==> src/serial_cpu_pkg.sv <==
// serial cpu shared types
package serial_cpu_pkg;

    // ------------------------------------------------------------------------
    // data widths
    // ------------------------------------------------------------------------
    typedef logic [15:0] word_t;
    typedef logic [7:0]  byte_t;
    typedef logic [2:0]  reg_idx_t;

    localparam int NUM_REGS = 8;

    // ------------------------------------------------------------------------
    // instruction set
    // ------------------------------------------------------------------------
    typedef enum logic [4:0] {
        NOP   = 5'b00000,
        HALT  = 5'b00001,
        LOAD  = 5'b00010,
        STORE = 5'b00011,
        SLL   = 5'b00100,
        SRL   = 5'b00110,
        ADD   = 5'b01000,
        ADDI  = 5'b01001,
        SUB   = 5'b01010,
        SUBI  = 5'b01011,
        CMP   = 5'b01100,
        AND   = 5'b01101,
        OR    = 5'b01110,
        XOR   = 5'b01111,
        LDIH  = 5'b10000,
        SUIH  = 5'b10011,
        SET   = 5'b10100,
        JUMP  = 5'b11000,
        JMPR  = 5'b11001,
        BZ    = 5'b11010,
        BNZ   = 5'b11011,
        BN    = 5'b11100,
        BNN   = 5'b11101,
        BC    = 5'b11110,
        BNC   = 5'b11111
    } opcode_e;

    // imm8 is {r2, r3}
    typedef struct packed {
        opcode_e    opcode;
        reg_idx_t   r1;
        logic [3:0] r2;
        logic [3:0] r3;
    } instr_t;

    // [2:1] of a branch condition picks the flag and [0] is the level that branches
    localparam logic [2:0] BR_NONE = 3'b000;
    localparam logic [2:0] BR_NZ   = 3'b010;
    localparam logic [2:0] BR_Z    = 3'b011;
    localparam logic [2:0] BR_NN   = 3'b100;
    localparam logic [2:0] BR_N    = 3'b101;
    localparam logic [2:0] BR_NC   = 3'b110;
    localparam logic [2:0] BR_C    = 3'b111;

    // ------------------------------------------------------------------------
    // control and status
    // ------------------------------------------------------------------------
    typedef enum logic [2:0] {
        IDLE = 3'd0,
        IF   = 3'd1,
        IF2  = 3'd2,
        ID   = 3'd3,
        EX   = 3'd4,
        MEM  = 3'd5,
        MEM2 = 3'd6,
        WB   = 3'd7
    } cpu_state_e;

    typedef struct packed {
        logic       writes_reg;
        logic       sets_flags;
        logic       is_load;
        logic       is_store;
        logic       is_branch_uncond;
        logic       is_halt;
        logic [2:0] branch_cond;
        reg_idx_t   dst;
    } dec_t;

    // one strobe per active state
    typedef struct packed {
        logic load_ir_hi;
        logic load_ir_lo;
        logic latch_operands;
        logic execute;
        logic mem_lo;
        logic mem_hi;
        logic writeback;
    } step_t;

    typedef struct packed {
        logic zf;
        logic nf;
        logic cf;
    } flags_t;

    typedef enum logic [1:0] {
        RUNNING     = 2'd0,
        HALTED      = 2'd1,
        PROGRAM_END = 2'd2
    } run_status_e;

endpackage

==> src/cpu_control.sv <==
// cpu state sequencer
`timescale 1ns/100ps

module cpu_control #(
    parameter int PC_WIDTH = 8
) (
    input  logic                          clk,
    input  logic                          rst_n,
    input  logic                          start,
    input  serial_cpu_pkg::dec_t          dec,
    input  serial_cpu_pkg::flags_t        flags,
    input  serial_cpu_pkg::word_t         result,
    output serial_cpu_pkg::step_t         step,
    output logic [PC_WIDTH:0]             i_addr,
    output logic                          busy,
    output serial_cpu_pkg::run_status_e   status
);
    import serial_cpu_pkg::*;

    cpu_state_e          state;
    cpu_state_e          state_nxt;
    logic [PC_WIDTH-1:0] pc;
    logic                pc_end;
    logic                flag_sel;
    logic                branch_taken;

    assign pc_end = &pc;
    assign busy   = (state != IDLE);
    // high byte at the even address, low byte at the odd one
    assign i_addr = {pc, step.load_ir_lo};

    // ------------------------------------------------------------------------
    // branch decision
    // ------------------------------------------------------------------------
    always_comb
    begin
        case (dec.branch_cond[2:1])
            2'b01:   flag_sel = flags.zf;
            2'b10:   flag_sel = flags.nf;
            2'b11:   flag_sel = flags.cf;
            default: flag_sel = 1'b0;
        endcase
    end

    assign branch_taken = dec.is_branch_uncond ||
                          ((dec.branch_cond[2:1] != 2'b00) && (flag_sel == dec.branch_cond[0]));

    // ------------------------------------------------------------------------
    // sequencer
    // ------------------------------------------------------------------------
    always_comb
    begin
        case (state)
            IDLE:    state_nxt = start ? IF : IDLE;
            IF:      state_nxt = IF2;
            IF2:     state_nxt = ID;
            ID:      state_nxt = EX;
            EX:      state_nxt = MEM;
            MEM:     state_nxt = MEM2;
            MEM2:    state_nxt = WB;
            WB:      state_nxt = (dec.is_halt || pc_end) ? IDLE : IF;
            default: state_nxt = IDLE;
        endcase
    end

    always_comb
    begin
        step = '0;
        case (state)
            IF:      step.load_ir_hi     = 1'b1;
            IF2:     step.load_ir_lo     = 1'b1;
            ID:      step.latch_operands = 1'b1;
            EX:      step.execute        = 1'b1;
            MEM:     step.mem_lo         = 1'b1;
            MEM2:    step.mem_hi         = 1'b1;
            WB:      step.writeback      = 1'b1;
            default: step = '0;
        endcase
    end

    always_ff @(posedge clk or negedge rst_n)
    begin
        if (!rst_n)
        begin
            state  <= IDLE;
            pc     <= '0;
            status <= RUNNING;
        end
        else
        begin
            state <= state_nxt;
            if (state == IDLE && start)
            begin
                pc     <= '0;
                status <= RUNNING;
            end
            else if (state == WB)
            begin
                // last address holds pc unless a branch leaves it
                if (branch_taken)
                    pc <= result[PC_WIDTH-1:0];
                else if (!pc_end)
                    pc <= pc + 1'b1;
                if (dec.is_halt)
                    status <= HALTED;
                else if (pc_end)
                    status <= PROGRAM_END;
            end
        end
    end

    // a finished run never reports RUNNING
    a_end_status: assert property (@(posedge clk) disable iff (!rst_n)
        $fell(busy) |-> status != RUNNING);

    // an unconditional branch carries no flag test
    a_branch_kind: assert property (@(posedge clk) disable iff (!rst_n)
        dec.is_branch_uncond |-> dec.branch_cond == BR_NONE);

endmodule

==> src/instr_decode.sv <==
// instruction register and decoder
`timescale 1ns/100ps

module instr_decode (
    input  logic                       clk,
    input  logic                       rst_n,
    input  serial_cpu_pkg::step_t      step,
    input  serial_cpu_pkg::byte_t      i_datain,
    input  serial_cpu_pkg::word_t      rd_a,
    input  serial_cpu_pkg::word_t      rd_b,
    output serial_cpu_pkg::reg_idx_t   rs_a,
    output serial_cpu_pkg::reg_idx_t   rs_b,
    output serial_cpu_pkg::dec_t       dec,
    output serial_cpu_pkg::opcode_e    opcode,
    output serial_cpu_pkg::word_t      op_a,
    output serial_cpu_pkg::word_t      op_b,
    output serial_cpu_pkg::word_t      store_data
);
    import serial_cpu_pkg::*;

    typedef enum logic [1:0] {B_VAL3, B_IMM8, B_IMM8_HI, B_REG} b_sel_e;

    instr_t ir;
    logic   a_from_r2;
    b_sel_e b_sel;
    byte_t  imm8;

    assign opcode = ir.opcode;
    assign imm8   = {ir.r2, ir.r3};

    // high byte comes first
    always_ff @(posedge clk or negedge rst_n)
    begin
        if (!rst_n)
            ir <= '0;
        else if (step.load_ir_hi)
            ir[15:8] <= i_datain;
        else if (step.load_ir_lo)
            ir[7:0] <= i_datain;
    end

    // ------------------------------------------------------------------------
    // opcode classification
    // ------------------------------------------------------------------------
    always_comb
    begin
        dec       = '0;
        dec.dst   = ir.r1;
        a_from_r2 = 1'b0;
        b_sel     = B_IMM8;
        case (ir.opcode)
            ADD, SUB, AND, OR, XOR:
            begin
                dec.writes_reg = 1'b1;
                dec.sets_flags = 1'b1;
                a_from_r2      = 1'b1;
                b_sel          = B_REG;
            end
            CMP:
            begin
                dec.sets_flags = 1'b1;
                a_from_r2      = 1'b1;
                b_sel          = B_REG;
            end
            SLL, SRL:
            begin
                dec.writes_reg = 1'b1;
                dec.sets_flags = 1'b1;
                a_from_r2      = 1'b1;
                b_sel          = B_VAL3;
            end
            ADDI, SUBI:
            begin
                dec.writes_reg = 1'b1;
                dec.sets_flags = 1'b1;
            end
            LDIH, SUIH:
            begin
                dec.writes_reg = 1'b1;
                dec.sets_flags = 1'b1;
                b_sel          = B_IMM8_HI;
            end
            SET:   dec.writes_reg = 1'b1;
            LOAD, STORE:
            begin
                dec.is_load  = (ir.opcode == LOAD);
                dec.is_store = (ir.opcode == STORE);
                a_from_r2    = 1'b1;
                b_sel        = B_VAL3;
            end
            JUMP, JMPR: dec.is_branch_uncond = 1'b1;
            BZ:    dec.branch_cond = BR_Z;
            BNZ:   dec.branch_cond = BR_NZ;
            BN:    dec.branch_cond = BR_N;
            BNN:   dec.branch_cond = BR_NN;
            BC:    dec.branch_cond = BR_C;
            BNC:   dec.branch_cond = BR_NC;
            HALT:  dec.is_halt = 1'b1;
            default: dec.branch_cond = BR_NONE;
        endcase
    end

    // port b carries r1 for a store so both registers are read in ID
    assign rs_a = a_from_r2 ? ir.r2[2:0] : ir.r1;
    assign rs_b = dec.is_store ? ir.r1 : ir.r3[2:0];

    always_ff @(posedge clk)
    begin
        if (step.latch_operands)
        begin
            op_a <= (ir.opcode == JUMP) ? '0 : rd_a;
            case (b_sel)
                B_VAL3:    op_b <= {12'h000, ir.r3};
                B_IMM8:    op_b <= {8'h00, imm8};
                B_IMM8_HI: op_b <= {imm8, 8'h00};
                default:   op_b <= rd_b;
            endcase
            store_data <= rd_b;
        end
    end

endmodule

==> src/alu_flags.sv <==
// alu with result and flag registers
`timescale 1ns/100ps

module alu_flags (
    input  logic                      clk,
    input  logic                      rst_n,
    input  serial_cpu_pkg::step_t     step,
    input  serial_cpu_pkg::opcode_e   opcode,
    input  serial_cpu_pkg::dec_t      dec,
    input  serial_cpu_pkg::word_t     op_a,
    input  serial_cpu_pkg::word_t     op_b,
    output serial_cpu_pkg::word_t     result,
    output serial_cpu_pkg::flags_t    flags
);
    import serial_cpu_pkg::*;

    word_t alu_y;
    logic  alu_c;

    // ------------------------------------------------------------------------
    // combinational datapath
    // ------------------------------------------------------------------------
    always_comb
    begin
        case (opcode)
            AND:
                {alu_c, alu_y} = {1'b0, op_a & op_b};
            OR:
                {alu_c, alu_y} = {1'b0, op_a | op_b};
            XOR:
                {alu_c, alu_y} = {1'b0, op_a ^ op_b};
            // shifts keep the old carry
            SLL:
                {alu_c, alu_y} = {flags.cf, op_a << op_b[3:0]};
            SRL:
                {alu_c, alu_y} = {flags.cf, op_a >> op_b[3:0]};
            SET:
                {alu_c, alu_y} = {1'b0, op_b};
            // borrow lands in the carry bit
            SUB, SUBI, SUIH, CMP:
                {alu_c, alu_y} = {1'b0, op_a} - {1'b0, op_b};
            // also address and branch target arithmetic
            default:
                {alu_c, alu_y} = {1'b0, op_a} + {1'b0, op_b};
        endcase
    end

    // ------------------------------------------------------------------------
    // registered result and flags
    // ------------------------------------------------------------------------
    always_ff @(posedge clk or negedge rst_n)
    begin
        if (!rst_n)
        begin
            result <= '0;
            flags  <= '0;
        end
        else if (step.execute)
        begin
            result <= alu_y;
            if (dec.sets_flags)
            begin
                flags.zf <= (alu_y == '0);
                flags.nf <= alu_y[15];
                flags.cf <= alu_c;
            end
        end
    end

endmodule

==> src/reg_file.sv <==
// general register file
`timescale 1ns/100ps

module reg_file (
    input  logic                       clk,
    input  logic                       rst_n,
    input  serial_cpu_pkg::step_t      step,
    input  serial_cpu_pkg::dec_t       dec,
    input  serial_cpu_pkg::reg_idx_t   rs_a,
    input  serial_cpu_pkg::reg_idx_t   rs_b,
    input  serial_cpu_pkg::word_t      result,
    input  serial_cpu_pkg::word_t      ld_word,
    output serial_cpu_pkg::word_t      rd_a,
    output serial_cpu_pkg::word_t      rd_b
);
    import serial_cpu_pkg::*;

    word_t regs [NUM_REGS];

    // two asynchronous read ports
    assign rd_a = regs[rs_a];
    assign rd_b = regs[rs_b];

    always_ff @(posedge clk or negedge rst_n)
    begin
        if (!rst_n)
        begin
            for (int i = 0; i < NUM_REGS; i++)
                regs[i] <= '0;
        end
        else if (step.writeback)
        begin
            // loaded word takes priority over the alu result
            if (dec.is_load)
                regs[dec.dst] <= ld_word;
            else if (dec.writes_reg)
                regs[dec.dst] <= result;
        end
    end

endmodule

==> src/mem_port.sv <==
// byte serial data memory port
`timescale 1ns/100ps

module mem_port #(
    parameter int PC_WIDTH = 8
) (
    input  logic                    clk,
    input  logic                    rst_n,
    input  serial_cpu_pkg::step_t   step,
    input  serial_cpu_pkg::dec_t    dec,
    input  serial_cpu_pkg::word_t   result,
    input  serial_cpu_pkg::word_t   store_data,
    input  serial_cpu_pkg::byte_t   d_datain,
    output logic [PC_WIDTH:0]       d_addr,
    output logic                    d_we,
    output serial_cpu_pkg::byte_t   d_dataout,
    output serial_cpu_pkg::word_t   ld_word
);
    import serial_cpu_pkg::*;

    // low byte at the even address in MEM, high byte at the odd one in MEM2
    assign d_addr    = {result[PC_WIDTH-1:0], step.mem_hi};
    assign d_dataout = step.mem_hi ? store_data[15:8] : store_data[7:0];
    assign d_we      = dec.is_store && (step.mem_lo || step.mem_hi);

    always_ff @(posedge clk)
    begin
        if (dec.is_load && step.mem_lo)
            ld_word[7:0] <= d_datain;
        if (dec.is_load && step.mem_hi)
            ld_word[15:8] <= d_datain;
    end

    // a store always writes both bytes, low first
    a_we_pair: assert property (@(posedge clk) disable iff (!rst_n)
        d_we && !d_addr[0] |=> d_we && d_addr[0]);

endmodule

==> src/serial_cpu.sv <==
// serial cpu top level
`timescale 1ns/100ps

module serial_cpu #(
    parameter int PC_WIDTH = 8
) (
    input  logic                          clk,
    input  logic                          rst_n,
    input  logic                          start,
    input  serial_cpu_pkg::byte_t         i_datain,
    input  serial_cpu_pkg::byte_t         d_datain,
    output logic [PC_WIDTH:0]             i_addr,
    output logic [PC_WIDTH:0]             d_addr,
    output logic                          d_we,
    output serial_cpu_pkg::byte_t         d_dataout,
    output logic                          busy,
    output serial_cpu_pkg::run_status_e   status
);
    import serial_cpu_pkg::*;

    step_t    step;
    dec_t     dec;
    opcode_e  opcode;
    flags_t   flags;
    word_t    result;
    word_t    op_a;
    word_t    op_b;
    word_t    store_data;
    word_t    ld_word;
    word_t    rd_a;
    word_t    rd_b;
    reg_idx_t rs_a;
    reg_idx_t rs_b;

    cpu_control #(.PC_WIDTH(PC_WIDTH)) u_control (
        .clk(clk), .rst_n(rst_n), .start(start),
        .dec(dec), .flags(flags), .result(result),
        .step(step), .i_addr(i_addr), .busy(busy), .status(status)
    );

    instr_decode u_decode (
        .clk(clk), .rst_n(rst_n), .step(step), .i_datain(i_datain),
        .rd_a(rd_a), .rd_b(rd_b), .rs_a(rs_a), .rs_b(rs_b),
        .dec(dec), .opcode(opcode),
        .op_a(op_a), .op_b(op_b), .store_data(store_data)
    );

    alu_flags u_alu (
        .clk(clk), .rst_n(rst_n), .step(step), .opcode(opcode), .dec(dec),
        .op_a(op_a), .op_b(op_b), .result(result), .flags(flags)
    );

    reg_file u_regs (
        .clk(clk), .rst_n(rst_n), .step(step), .dec(dec),
        .rs_a(rs_a), .rs_b(rs_b), .result(result), .ld_word(ld_word),
        .rd_a(rd_a), .rd_b(rd_b)
    );

    mem_port #(.PC_WIDTH(PC_WIDTH)) u_mem (
        .clk(clk), .rst_n(rst_n), .step(step), .dec(dec),
        .result(result), .store_data(store_data), .d_datain(d_datain),
        .d_addr(d_addr), .d_we(d_we), .d_dataout(d_dataout), .ld_word(ld_word)
    );

endmodule

==> config.mk <==
export PLATFORM = sky130hd
export DESIGN_NAME = serial_cpu
export DESIGN_NICKNAME = d
export VERILOG_FILES = /design/src/serial_cpu_pkg.sv /design/src/cpu_control.sv /design/src/instr_decode.sv /design/src/alu_flags.sv /design/src/reg_file.sv /design/src/mem_port.sv /design/src/serial_cpu.sv
export SDC_FILE = /design/constraint.sdc
export NUM_CORES = 1
export LEC_CHECK = 0
export ABC_AREA = 1
export BUFFER_PORTS_ARGS = -buffer_cell sky130_fd_sc_hd__buf_4
export CAP_MARGIN = 25
export CORE_MARGIN = 5
export CORE_UTILIZATION = 40
export CTS_BUF_LIST = sky130_fd_sc_hd__clkbuf_2 sky130_fd_sc_hd__clkbuf_4 sky130_fd_sc_hd__clkbuf_8
export DETAILED_ROUTE_END_ITERATION = 10
export PLACE_DENSITY_LB_ADDON = 0.15
export RECOVER_POWER = 50
export REMOVE_ABC_BUFFERS = 1
export SETUP_SLACK_MARGIN = 0.15
export SYNTH_ARGS = -nofsm -noshare
export SYNTH_HDL_FRONTEND = slang
export SYNTH_SLANG_ARGS = --single-unit
==> constraint.sdc <==
create_clock -name clk -period 3.94 [get_ports clk]
set_clock_uncertainty 0.05 [all_clocks]
set_input_delay 0 -clock clk [delete_from_list [all_inputs] [get_ports clk]]
set_output_delay 0 -clock clk [all_outputs]
set_load 0.02 [all_outputs]
==> metrics.md <==
| Metric | Value |
|---|---|
| Status | complete, but fails checks |
| Failing checks | max-capacitance violations, max-slew violations |
| Most frequent cells in the layout | nand2_1, o21ai_0, inv_1, nor2_1, nand3_1 |
| Req. time, crit path | 4270 ps |
| Met3 usage | approximately 4.7% |
| Register bit count reported by yosys | 240 |
| GR Layer Usage met2 | 42.7% |
| Post-CTS Setup Bufs | 0 |
| Max-Cap Viols | 1 |
| Tot GR Track Use | approximately 27% |
| FMAX | about 0.3 GHz |
| Cell variety after synth | 45 |
| Crit path from | u_decode.opcode[4] |
| Post-CTS Resized | 0 |
| Critical path class | reg -> reg |
| Cts bufs inserted | 45 |
| Root Driver | clkbuf_8 |
| Most common cell after layout, fill and taps aside | nand2_1 |
| Final ANT Viol Nets | 0 |
| Number of flops mapped to enable cells by yosys | 64 |
| Num ports | about 50 |
| Seq/Total Area, Yosys | 39.1% |
| Routed wire length | 61300 um |
| Grt peak-use layer | met2 |
| Clock period minus worst slack | 3290 ps |
| Hold Vio Cnt, Final | 0 |
| Die W | 211 um |
| Reg2reg start | u_decode.opcode[4] |
| Crit end category | flop |
| RSZ-0062 raised after global routing | false |
| Post-synthesis cell area | roughly 16000 um^2 |
| Fin crit share | 83.4% |
| Die area | 44600 um^2 |
| DRT Pass-1 Iters | 6 |
| Layout cells sized above 1 | 7.74% |
| R2r endpoint | u_decode.op_a[14] |
| Worst skew pair latency | 600 ps |
| CP max FO | 32 |
| Initial antenna violation count | 0 |
| # DRC | 0 |
| Hold Crit Endpoint | u_mem.ld_word[12] |
| Core area | 39900 um^2 |
| Fin worst setup slack | 653 ps |
| Pre-CTS WS | 727 ps |
| Clock Sink Count | 240 |
| Placed insts | 2854 |
| Syn-to-layout area delta | 11.9% |
| Reg2reg path depth | 12 |
| Post-route core utilization | 45.4% |
| Syn_area_per_cell | 6.87 um^2 |
| YS warnings | 0 |
| Die height | between 200 and 250 um |
| Largest net degree at the start of global routing | just under 90 |
| Ys async rst share | between 70% and 80% |
| Crit start category | flop |
| Fillers | ~4200 |
| First-pass GRT wire length | approximately 94000 um |
| Predominant post-synthesis flop cell | dfrtp_1 |
| Clock Path Buffers | 3 |
| Final nets | 2469 |
| Data arrival, critical path | between 3000 and 4000 ps |
| Vias per Instance | 5.48 |
| Routed len/inst | 20.7 um |
| Final Max Slew Viols | 87 |
| DP HPWL | 44600 um |
| Slew of the pin with the lowest slew margin | ~2400 ps |
| Post-Layout Cell Count | 2955 |
| Gr ovfl total | 0 |
| Class of the worst hold path | in -> reg |
| Worst R2R Setup Slack | 650 ps |
| Num rows | 73 |
| Via count | 16200 |
| Setup tns final | 0 ps |
| Port Buf Inserts | 48 |
| Hold_sp | d_datain[4] |
| Worst Hold Depth | 2 |
| N_diodes | 0 |
| GPL Wtd Cong | 1.02 |
| CTS tree | yes |
| Routing usage on met1 | a little under two fifths |
| Vias in the first global route | 15400 |
| Syn Inst Count | 2356 |
| Register area | 6330 um^2 |
| Footprint of the multi-input gates | ~8300 um^2 |
| H-tree Lvls | 2 |
| Slew margin rel. | -59.4% |
| 1st-iter DRT viols | approximately 1700 |
| Initial core utilization | between 40 and 50% |
| Final setup fails | 0 |
| Worst-path clk slew | 60 ps |
==> synthesized netlist by cell type, types with 7 or more instances <==
| cell type | count | area (um^2) |
|---|---|---|
| a31oi_1 | 8 | 50.1 |
| buf_2 | 34 | 170 |
| dfrtp_1 | 176 | 4400 |
| edfxtp_1 | 64 | 1920 |
| clkbuf_1 | 65 | 244 |
| o21a_1 | 9 | 67.6 |
| nand2_1 | 713 | 2680 |
| nand4_1 | 8 | 50.1 |
| nor2_1 | 225 | 845 |
| a21oi_1 | 42 | 210 |
| o211ai_1 | 41 | 308 |
| o221ai_1 | 9 | 78.8 |
| o21ai_0 | 316 | 1580 |
| o21ai_1 | 22 | 110 |
| o22ai_1 | 18 | 113 |
| inv_2 | 9 | 33.8 |
| buf_4 | 14 | 105 |
| ha_1 | 54 | 676 |
| and2_1 | 7 | 43.8 |
| nor2_2 | 8 | 50.1 |
| xor2_1 | 8 | 70.1 |
| nor3_1 | 8 | 40.0 |
| nand3_1 | 210 | 1050 |
| inv_1 | 240 | 901 |
==> logic make-up after synthesis <==
logic type / synth area share [%]
xor+xnor: 0.541
mux: 0.124
fa+ha+maj: 4.42
simple gates: 30.0
buf+inv: 9.53
compound gates: 16.3
flops: 39.1
==> per-stage QoR <==
step	area [um^2]	hold WS, ps
4_1_cts	18200	3.64
5_1_grt	18100	79.3
3_5_place_dp	17000	90.8
3_3_place_gp	17000	96.4
2_1_floorplan	15600	-346
6_report	18100	100
==> area by class of cell <==
| type | instances | share of cell area (%) |
|---|---|---|
| flip-flops and latches | 240 | 34.9 |
| clock inverters | 11 | 0.656 |
| inverters | 253 | 5.24 |
| repair buffers | 115 | 4.50 |
| clock buffers | 72 | 5.06 |
| multi-input cells | 1739 | 46.0 |
| well taps | 525 | 3.63 |
==> worst max-delay path, stage by stage, from the launching register on <==
cell,delay [ps]
dfrtp_1,610
inv_2,210
nand3_1,210
nor2_2,70
nor3_2,320
nand2_4,140
nand2_1,100
o21ai_2,70
inv_2,500
o21ai_0,190
o21ai_0,210
a21oi_1,60
nor2_1,320
==> how the worst max path moves through the flow <==
stage / endpoint / slack, ps / depth (start not counted)
finish: u_decode.op_a[14] / 650 / 12
detailed placement: u_decode.op_a[14] / 730 / 12
floorplan: u_decode.op_a[12] / 340 / 11
global route: u_decode.op_a[14] / 520 / 12
CTS: u_decode.op_a[14] / 700 / 12
global placement: u_decode.op_a[3] / 760 / 12
==> state kept, by name, summed over array words and instances (netlist names) <==
name and flops:
u_alu.flags 3, u_alu.result 16, u_control.pc 8, u_control.state 3, u_control.status 2, u_decode.dec 3, u_decode.imm8 8, u_decode.op_a 16
u_decode.op_b 16, u_decode.opcode 5, u_decode.store_data 16, u_mem.ld_word 16, u_regs.regs 128
==> routing by layer <==
| layer | up-vias | part of all wire (%) |
|---|---|---|
| li1 | 7746 | - |
| met1 | 7652 | 44 |
| met2 | 669 | 45 |
| met3 | 132 | 7.0 |
| met4 | 0 | 4.0 |
| met5 | - | 0 |
==> timing repair <==
item / in CTS / in global routing
endpoints found under the hold margin: 119 / 0
endpoints found under the setup margin: 0 / 0
hold buffers: 18 / 0
Power is left out: the tool's default activity adds up to more than one toggle a clock period on the data nets, which glitch-free logic cannot reach.
